<file path="config.mk">
export PLATFORM = sky130hd
export DESIGN_NAME = etx_io
export DESIGN_NICKNAME = d
export VERILOG_FILES = /design/src/hw/etx_pkg.sv /design/src/hw/emesh_decode.sv /design/src/hw/etx_framer.sv /design/src/hw/etx_io.sv /design/src/hw/etx_serializer.sv /design/src/hw/etx_wait_sync.sv
export VERILOG_INCLUDE_DIRS = /design/src /design/src/hw
export SDC_FILE = /design/constraint.sdc
export NUM_CORES = 1
export LEC_CHECK = 0
export BUFFER_PORTS_ARGS = -buffer_cell sky130_fd_sc_hd__buf_2
export CELL_PAD_IN_SITES_DETAIL_PLACEMENT = 2
export CELL_PAD_IN_SITES_GLOBAL_PLACEMENT = 2
export CORE_UTILIZATION = 29
export CTS_BUF_LIST = sky130_fd_sc_hd__clkbuf_4 sky130_fd_sc_hd__clkbuf_8 sky130_fd_sc_hd__clkbuf_16
export DETAILED_ROUTE_END_ITERATION = 10
export GPL_ROUTABILITY_DRIVEN = 0
export PLACE_DENSITY_LB_ADDON = 0.1
export SLEW_MARGIN = 30
export SYNTH_ARGS = -nofsm -noshare
export SYNTH_HDL_FRONTEND = slang
export SYNTH_SLANG_ARGS = --single-unit
</file>
<file path="constraint.sdc">
create_clock -name tx_lclk_io -period 6.9 [get_ports tx_lclk_io]
set_input_delay 0.69 -clock tx_lclk_io [delete_from_list [all_inputs] [get_ports tx_lclk_io]]
set_output_delay 0.69 -clock tx_lclk_io [all_outputs]
set_load 0.02 [all_outputs]
</file>
<file path="src/hw/etx_settings.svh">
`ifndef ETX_SETTINGS_SVH
`define ETX_SETTINGS_SVH

// ##########################################################################
// Link widths
// ##########################################################################

// Fabric packet, one access
`define ETX_PW 104

// Mesh address and data word
`define ETX_AW 32

// Lane word, rising half in the high byte
`define ETX_LW 16

`endif

</file>
<file path="src/hw/etx_pkg.sv">
`include "etx_settings.svh"

package etx_pkg;

   // Transfer size of one mesh access
   typedef enum logic [1:0] {
      DM_BYTE   = 2'd0,
      DM_HALF   = 2'd1,
      DM_WORD   = 2'd2,
      DM_DOUBLE = 2'd3
   } datamode_e;

   // Decoded mesh packet
   typedef struct packed {
      logic               write;
      datamode_e          datamode;
      logic [3:0]         ctrlmode;
      logic [`ETX_AW-1:0] dstaddr;
      logic [`ETX_AW-1:0] data;
      logic [`ETX_AW-1:0] srcaddr;
   } emesh_fields_t;

   // Transmit sequence, seven cycles per frame
   typedef enum logic [2:0] {
      IDLE   = 3'd0,
      CYCLE1 = 3'd1,
      CYCLE2 = 3'd2,
      CYCLE3 = 3'd3,
      CYCLE4 = 3'd4,
      CYCLE5 = 3'd5,
      CYCLE6 = 3'd6,
      CYCLE7 = 3'd7
   } tx_state_e;

   // Pin data for one transmit cycle
   typedef logic [`ETX_LW-1:0] lane_word_t;

   // Pushback pair from the receiver
   typedef struct packed {
      logic wr;
      logic rd;
   } wait_pair_t;

endpackage

</file>
<file path="src/hw/emesh_decode.sv">
`timescale 1ns/1ps
`include "etx_settings.svh"

module emesh_decode
(
   input  logic                   tx_lclk_io,
   input  logic                   tx_access,
   input  logic [`ETX_PW-1:0]     tx_packet,
   output etx_pkg::emesh_fields_t fields
);

   import etx_pkg::*;

   // Captured fabric packet
   logic [`ETX_PW-1:0] packet_reg;

   // ########################################################################
   // Packet capture
   // ########################################################################

   // Held for the whole frame, next access only in IDLE
   always_ff @(posedge tx_lclk_io)
   begin
      if (tx_access)
      begin
         packet_reg <= tx_packet;
      end
   end

   // ########################################################################
   // Field split
   // ########################################################################

   // Bit 7 is a spare slot in the packet
   always_comb
   begin
      fields.write    = packet_reg[0];
      fields.datamode = datamode_e'(packet_reg[2:1]);
      fields.ctrlmode = packet_reg[6:3];
      fields.dstaddr  = packet_reg[39:8];
      fields.data     = packet_reg[71:40];
      fields.srcaddr  = packet_reg[103:72];
   end

endmodule

</file>
<file path="src/hw/etx_framer.sv">
`timescale 1ns/1ps

module etx_framer
(
   input  logic               tx_lclk_io,
   input  logic               nreset,
   input  logic               tx_access,
   input  logic               tx_burst,
   output etx_pkg::tx_state_e state,
   output etx_pkg::tx_state_e state_d,
   output logic               tx_frame,
   output logic               tx_io_ack
);

   import etx_pkg::*;

   // ########################################################################
   // Transmit state machine
   // ########################################################################

   // Free running once started
   always_ff @(posedge tx_lclk_io)
   begin
      if (!nreset)
      begin
         state <= IDLE;
      end
      else
      begin
         case (state)
            IDLE    : state <= tx_access ? CYCLE1 : IDLE;
            CYCLE1  : state <= CYCLE2;
            CYCLE2  : state <= CYCLE3;
            CYCLE3  : state <= CYCLE4;
            CYCLE4  : state <= CYCLE5;
            CYCLE5  : state <= CYCLE6;
            CYCLE6  : state <= CYCLE7;
            // Burst repeats the data beat
            CYCLE7  : state <= tx_burst ? CYCLE4 : IDLE;
            default : state <= IDLE;
         endcase
      end
   end

   // ########################################################################
   // Frame level and acknowledge
   // ########################################################################

   // Delayed state drives the lane select
   // Frame one stage later, aligned with lane word
   always_ff @(posedge tx_lclk_io)
   begin
      if (!nreset)
      begin
         state_d  <= IDLE;
         tx_frame <= 1'b0;
      end
      else
      begin
         state_d  <= state;
         tx_frame <= |state_d;
      end
   end

   // Wide ack, set in CYCLE4, cleared back in IDLE
   always_ff @(posedge tx_lclk_io)
   begin
      if (!nreset)
      begin
         tx_io_ack <= 1'b0;
      end
      else if (state == CYCLE4)
      begin
         tx_io_ack <= 1'b1;
      end
      else if (state == IDLE)
      begin
         tx_io_ack <= 1'b0;
      end
   end

endmodule

</file>
<file path="src/hw/etx_io.sv">
`timescale 1ns/1ps
`include "etx_settings.svh"

module etx_io
(
   input  logic                tx_lclk_io,
   input  logic                nreset,
   input  logic [`ETX_PW-1:0]  tx_packet,
   input  logic                tx_access,
   input  logic                tx_burst,
   input  etx_pkg::wait_pair_t txi_wait,
   output etx_pkg::lane_word_t tx_lane,
   output logic                tx_frame,
   output logic                tx_io_ack,
   output etx_pkg::wait_pair_t tx_wait
);

   import etx_pkg::*;

   // Decoded packet toward the serializer
   emesh_fields_t fields;

   // Sequencer state, current and one cycle late
   tx_state_e     state;
   tx_state_e     state_d;

   // ########################################################################
   // Decode
   // ########################################################################

   emesh_decode u_decode (
      .tx_lclk_io (tx_lclk_io),
      .tx_access  (tx_access),
      .tx_packet  (tx_packet),
      .fields     (fields)
   );

   // ########################################################################
   // Framer and serializer
   // ########################################################################

   etx_framer u_framer (
      .tx_lclk_io (tx_lclk_io),
      .nreset     (nreset),
      .tx_access  (tx_access),
      .tx_burst   (tx_burst),
      .state      (state),
      .state_d    (state_d),
      .tx_frame   (tx_frame),
      .tx_io_ack  (tx_io_ack)
   );

   etx_serializer u_serializer (
      .tx_lclk_io (tx_lclk_io),
      .nreset     (nreset),
      .state      (state),
      .state_d    (state_d),
      .fields     (fields),
      .tx_lane    (tx_lane)
   );

   // Pushback back to the fabric, report only
   etx_wait_sync u_wait_sync (
      .tx_lclk_io (tx_lclk_io),
      .nreset     (nreset),
      .txi_wait   (txi_wait),
      .tx_wait    (tx_wait)
   );

endmodule

</file>
<file path="src/hw/etx_serializer.sv">
`timescale 1ns/1ps
`include "etx_settings.svh"

module etx_serializer
(
   input  logic                   tx_lclk_io,
   input  logic                   nreset,
   input  etx_pkg::tx_state_e     state,
   input  etx_pkg::tx_state_e     state_d,
   input  etx_pkg::emesh_fields_t fields,
   output etx_pkg::lane_word_t    tx_lane
);

   import etx_pkg::*;

   // Transmit double, header then data/src
   logic [2*`ETX_AW-1:0] tx_double;

   // ########################################################################
   // Double load
   // ########################################################################

   // Header in CYCLE1, data and srcaddr in CYCLE4
   // Header layout, low 48 bits used
   //    ~write, 7 zeros, ctrlmode, dstaddr, datamode, write, valid
   always_ff @(posedge tx_lclk_io)
   begin
      if (state == CYCLE1)
      begin
         tx_double <= {16'b0, ~fields.write, 7'b0, fields.ctrlmode,
                       fields.dstaddr, fields.datamode, fields.write, 1'b1};
      end
      else if (state == CYCLE4)
      begin
         tx_double <= {fields.data, fields.srcaddr};
      end
   end

   // ########################################################################
   // Lane word select
   // ########################################################################

   // One 16-bit slice per cycle, high half first
   always_ff @(posedge tx_lclk_io)
   begin
      if (!nreset)
      begin
         tx_lane <= '0;
      end
      else
      begin
         case (state_d)
            // Header words
            CYCLE1  : tx_lane <= tx_double[47:32];
            CYCLE2  : tx_lane <= tx_double[31:16];
            CYCLE3  : tx_lane <= tx_double[15:0];
            // Data hi/lo, then srcaddr hi/lo
            CYCLE4  : tx_lane <= tx_double[63:48];
            CYCLE5  : tx_lane <= tx_double[47:32];
            CYCLE6  : tx_lane <= tx_double[31:16];
            CYCLE7  : tx_lane <= tx_double[15:0];
            // Quiet lane between frames
            default : tx_lane <= '0;
         endcase
      end
   end

endmodule

</file>
<file path="src/hw/etx_wait_sync.sv">
`timescale 1ns/1ps

module etx_wait_sync
(
   input  logic                tx_lclk_io,
   input  logic                nreset,
   input  etx_pkg::wait_pair_t txi_wait,
   output etx_pkg::wait_pair_t tx_wait
);

   import etx_pkg::*;

   // First stage, may go metastable
   wait_pair_t wait_meta;

   // Pushback comes from the receiver clock domain
   always_ff @(posedge tx_lclk_io)
   begin
      if (!nreset)
      begin
         wait_meta <= '0;
         tx_wait   <= '0;
      end
      else
      begin
         wait_meta <= txi_wait;
         // Settled copy for the fabric
         tx_wait   <= wait_meta;
      end
   end

endmodule

</file>
# Yosys cells after proc, flatten, opt, wreduce, memory -nomap -nowiden
# Index checks and enable logic that the tools add are counted.
# totals
output_inout_bits	20
in_bits	110
register_bits	196
wordCells	42
# op_classes
bitwise	1
eq_ne	14
n_reduce_logical	7
n_mux	8
# ops
cell	n
$mux W48	2
$pmux W16 S4	1
$eq A3 B3 Y1 const B	8
$pmux W3 S8	1
$eq A3 B2 Y1 const B	4
$eq A3 B1 Y1 const B	2
$reduce_or A2 Y1	3
$reduce_bool A2 Y1	2
$logic_not A3 Y1	1
$mux W1	3
$mux W3	1
$reduce_or A3 Y1	1
$not A1 Y1	1

# Longest topological paths before layout
# logic_depth
ltp_word	3
depth_mapped	8
mapped_depth_nobuf	5

# Modules after synthesis
# A second synthesis with hierarchy kept.
# hier_totals
hier_cells	424
hier_area_um2	6787.8
# by_module_without_submodules
module	cells_each	area_each_um2	instances	seq_area_each_um2
etx_serializer	289	3334.4	1	2001.9
emesh_decode	103	3093.0	1	3093.0
etx_framer	24	255.2	1	160.2
etx_wait_sync	8	105.1	1	80.1

# Worst setup path after synthesis
# Ideal clock, no wire load.
# synth_timing
path_kind	register to register
from	reg u_framer.state[1]
to	reg u_serializer.tx_double[10], enable pin
t_required_ns	6.505
setup_time_ns	0.395
period_less_slack_ns	2.255
arrival_ns	1.861
path_buffers	2
stages_incl_launch_ff	8
path_slack_ns	4.645
path_cell_list	dfxtp_1 > inv_1 > ha_1 > nor2b_1 > buf_2 > nor2_4 > buf_4 > inv_1
# synth_between
elab_chain_len	2
word_cells_on_any_way	3
classes_between	2 x eq/ne; 1 x reduce/logical
# synth_rtl
item	line	rtl
start: declaration	etx_framer.sv:9	output etx_pkg::tx_state_e state,
start signal: assignment	etx_framer.sv:31	IDLE : state <= tx_access ? CYCLE1 : IDLE;
start signal: assignment	etx_framer.sv:39	CYCLE7 : state <= tx_burst ? CYCLE4 : IDLE;
$eq A3 B1 Y1 / $eq A3 B3 Y1 (equally long branches)	etx_serializer.sv:28, etx_serializer.sv:33	
$reduce_bool A2 Y1 (no source line) *	n/a	
end signal: assignment	etx_serializer.sv:30	tx_double <= {16'b0, ~fields.write, 7'b0, fields.ctrlmode,
end signal: assignment	etx_serializer.sv:35	tx_double <= {fields.data, fields.srcaddr};
end: declaration	etx_serializer.sv:17	logic [2*`ETX_AW-1:0] tx_double;
# Mark *: on every way between the ends. The rest lies on a longest branch, timed or not.
# A chain may end at the register's enable or synchronous reset.

# Worst setup path in the final report
# layout_timing
from	reg u_framer.state[1]
to	reg u_serializer.tx_double[27], enable pin
# The elaborated chain is that of the path after synthesis.

==> impl_results.md <==
* CTS tree: done
* Die Y at ~160 um
* DR pass1 iterations at 4
* Sequential area share after synthesis at 78.00%
* CP max FO at 40
* Post-Layout Cell Count at around 840
* Synthesized flop and latch total at 195
* Crit path kind: reg2reg
* Fmax at 375.5 MHz
* Worst hold path type: in2reg
* Most frequent cells in the layout: edfxtp_1, buf_2, a22o_1, dfxtp_1
* Clock latency on the worst-skew pair at 0.43 ns
* Synth Area in XOR/XNOR at 0%
* Max-Cap Viols at 0
* # fillers at 2286
* Average wire per standard cell at approximately 18 um
* Synth top area share at 62.78%
* Die width at 155.6 um
* Worst EP required at ~6.9 ns
* Post-CTS Setup Bufs at 0
* Final Critical Period at 2.663 ns
* Dominant cells by area after synthesis: edfxtp_1, dfxtp_1, a22o_1, mux2_4, a22oi_1
* Leading area contributor after synthesis: edfxtp_1
* Share of cells above drive strength 1 at 35.76%
* Top Ports at 130
* GRT overflow at 0
* Slew @ Worst Pin at just under 0.9 ns
* Initial antenna violation count at 2
* Final setup TNS at 0 ns
* YS warnings at 0
* DRT iter0 DRCs at 147
* Die area at 24210 sq um
* Setup Skew at 0.009427 ns
* Clock H-tree levels at 4
* Worst vdd rail ir drop at 0.1081 mV
* Syn avg cell area at 17.91 sq um
* Sequence of cells on the critical path: inv_1, ha_1, nor2b_4, buf_16, nor2_4, inv_2
* Post-Syn Nets at 497
* Synth Area in Simple Gates at between 2 and 3%
* Critical Path Max Stage Delay at between 0.5 and 0.6 ns
* Max reg flops at just over 100
* Placed wire-length estimate at 9617 um
* Drt total wl at 14680 um
* Initial Util at 29.85%
* CP max-delay cell: nor2_4
* Final Hold Vio Count at 0
* Post-cts sizing count at 0
* Mux cell area share after synthesis at roughly 3.3%
* CTS Hold Bufs at 0
* Pin count of the biggest net entering global routing at 69
* RSZ-0062 raised after global routing: false
* Vias in the first global route at a little under 4000
* CP Data Arrival Time at 2.69 ns
* Core area at about 23000 sq um
* Longest Clk Path Bufs at 2
* Pwr/cell area at roughly 300 nW/um^2
* Placed cell count at 804
* Nets@finish at 625
* Synth unique cells at 29
* Setup crit start kind: register
* Root buf cell: clkbuf_16
* First-pass GRT wire length at 22150 um
* Max-slew headroom at 42.01%
* Number of port buffers at 128
* Reg2Reg Depth at 6
* FP Rows at 55
* Vias at 3651
* Drc violations at 0
* Final period util at 38.60%
* Area Overhead vs Synth at 21.99%
* Sink Count at 195
* Status: finished, final reports clean
* CTS buffer count at 17
* Adder-Cell Fraction of Synth Area at 0.9146%
* Reg clk slew, reported paths at ~0.070 ns
* Post-synthesis cell count at 382
* Main combinational cell family by area after synthesis: compound AO/OA/AOI/OAI gates
* GRT Total Usage at 12.58%
* Compound-Gate Fraction of Synth Area at between 10% and 20%
* Pleak at 3.125 nW
* Final ANT Viol Nets at 0
* Hold Path Cell Cnt at 1
* Commonest non-fill, non-tap cell in the layout: edfxtp_1
* Vias/cell at 4.357
* Final setup viols at 0
* Slew Limit Fails at 0
* CP endpoint kind: register
* Synthesized area at 6840 sq um
-- critical path: cells and delay by family (launching register included) --
kind / cells / cell delay (ns)
buffers and inverters: 3 / 0.83
AND/OR/NAND/NOR: 2 / 0.77
adder cells (fa/ha/maj): 1 / 0.24
flip-flops: 1 / 0.39
-- cell families (layout without fill, tap and decap cells) --
kind of cell               after synthesis  count (layout)
and+or+nand+nor                         33              33
muxes                                   17              17
buffers and inverters                   30             171
other                                    0               2
DFF                                    195             195
AOI/OAI and AO/OA                      102             102
adders and majority gates                5               5
-- per-stage QoR --
stage / utilization, % / setup slack [ns] / instance area [sq um] / power, mW / hold slack [ns]
after global routing: 36.39 / 4.028 / 8339 / 2.640 / 0.4096
after global placement: 33.68 / 3.713 / 7719 / 1.590 / 0.4186
after CTS: 36.39 / 4.152 / 8339 / 2.579 / 0.4110
final: 36.41 / 4.237 / 8344 / 2.541 / 0.4326
after floorplan: - / 4.645 / 6840 / 1.509 / 0.4119
after detailed placement: 33.87 / 4.154 / 7762 / 1.605 / 0.4244
-- report_power, final --
group	leakage, nW	switching (mW)	internal (mW)
clock	0.273	0.460	0.510
combinational	1.04	0.102	0.0784
sequential	1.81	0.0307	1.36
-- final timing paths --
| check | end | start | slack [ns] |
|---|---|---|---|
| max | u_serializer.tx_double[27] | u_framer.state[1] | 4.24 |
| min | u_decode.packet_reg[40] | tx_packet[40] | 0.43 |
| max reg2reg | u_serializer.tx_double[27] | u_framer.state[1] | 4.24 |
| min reg2reg | u_wait_sync.tx_wait[0] | u_wait_sync.wait_meta[0] | 0.44 |
-- layout make-up --
type                            instances  area (sq um)  area share [%]
Tap cell                              313         391.6           4.693
Timing Repair Buffer                  133         708.2           8.487
Antenna cell                            2         5.005         0.05998
Sequential cell                       195          5336           63.95
Multi-Input combinational cell        157          1304           15.62
Clock buffer                           17         425.4           5.098
Clock inverter                         15         151.4           1.814
Inverter                                6         22.52          0.2699
-- synth_stat cells, drive strengths merged --
library cell    n
mux2           16
o31ai           2
a22o           63
edfxtp        143
a21oi          17
nor3b           2
nand2          17
nor2b           3
clkbuf          1
o41ai           1
nor2            2
o21ai           2
buf            23
ha              5
dfxtp          52
o31a            1
a22oi          16
inv             6
and2            9
mux2i           1
-- layer usage --
metal  GRT usage, %  vias up  share of wire [%]
li1               -     1749                  -
met1          16.72     1780                 47
met2          19.43      107                 46
met3          3.528       15                5.6
met4          4.949        0                1.6
met5              0        -                  0
Power figures use the tool's default switching activity.
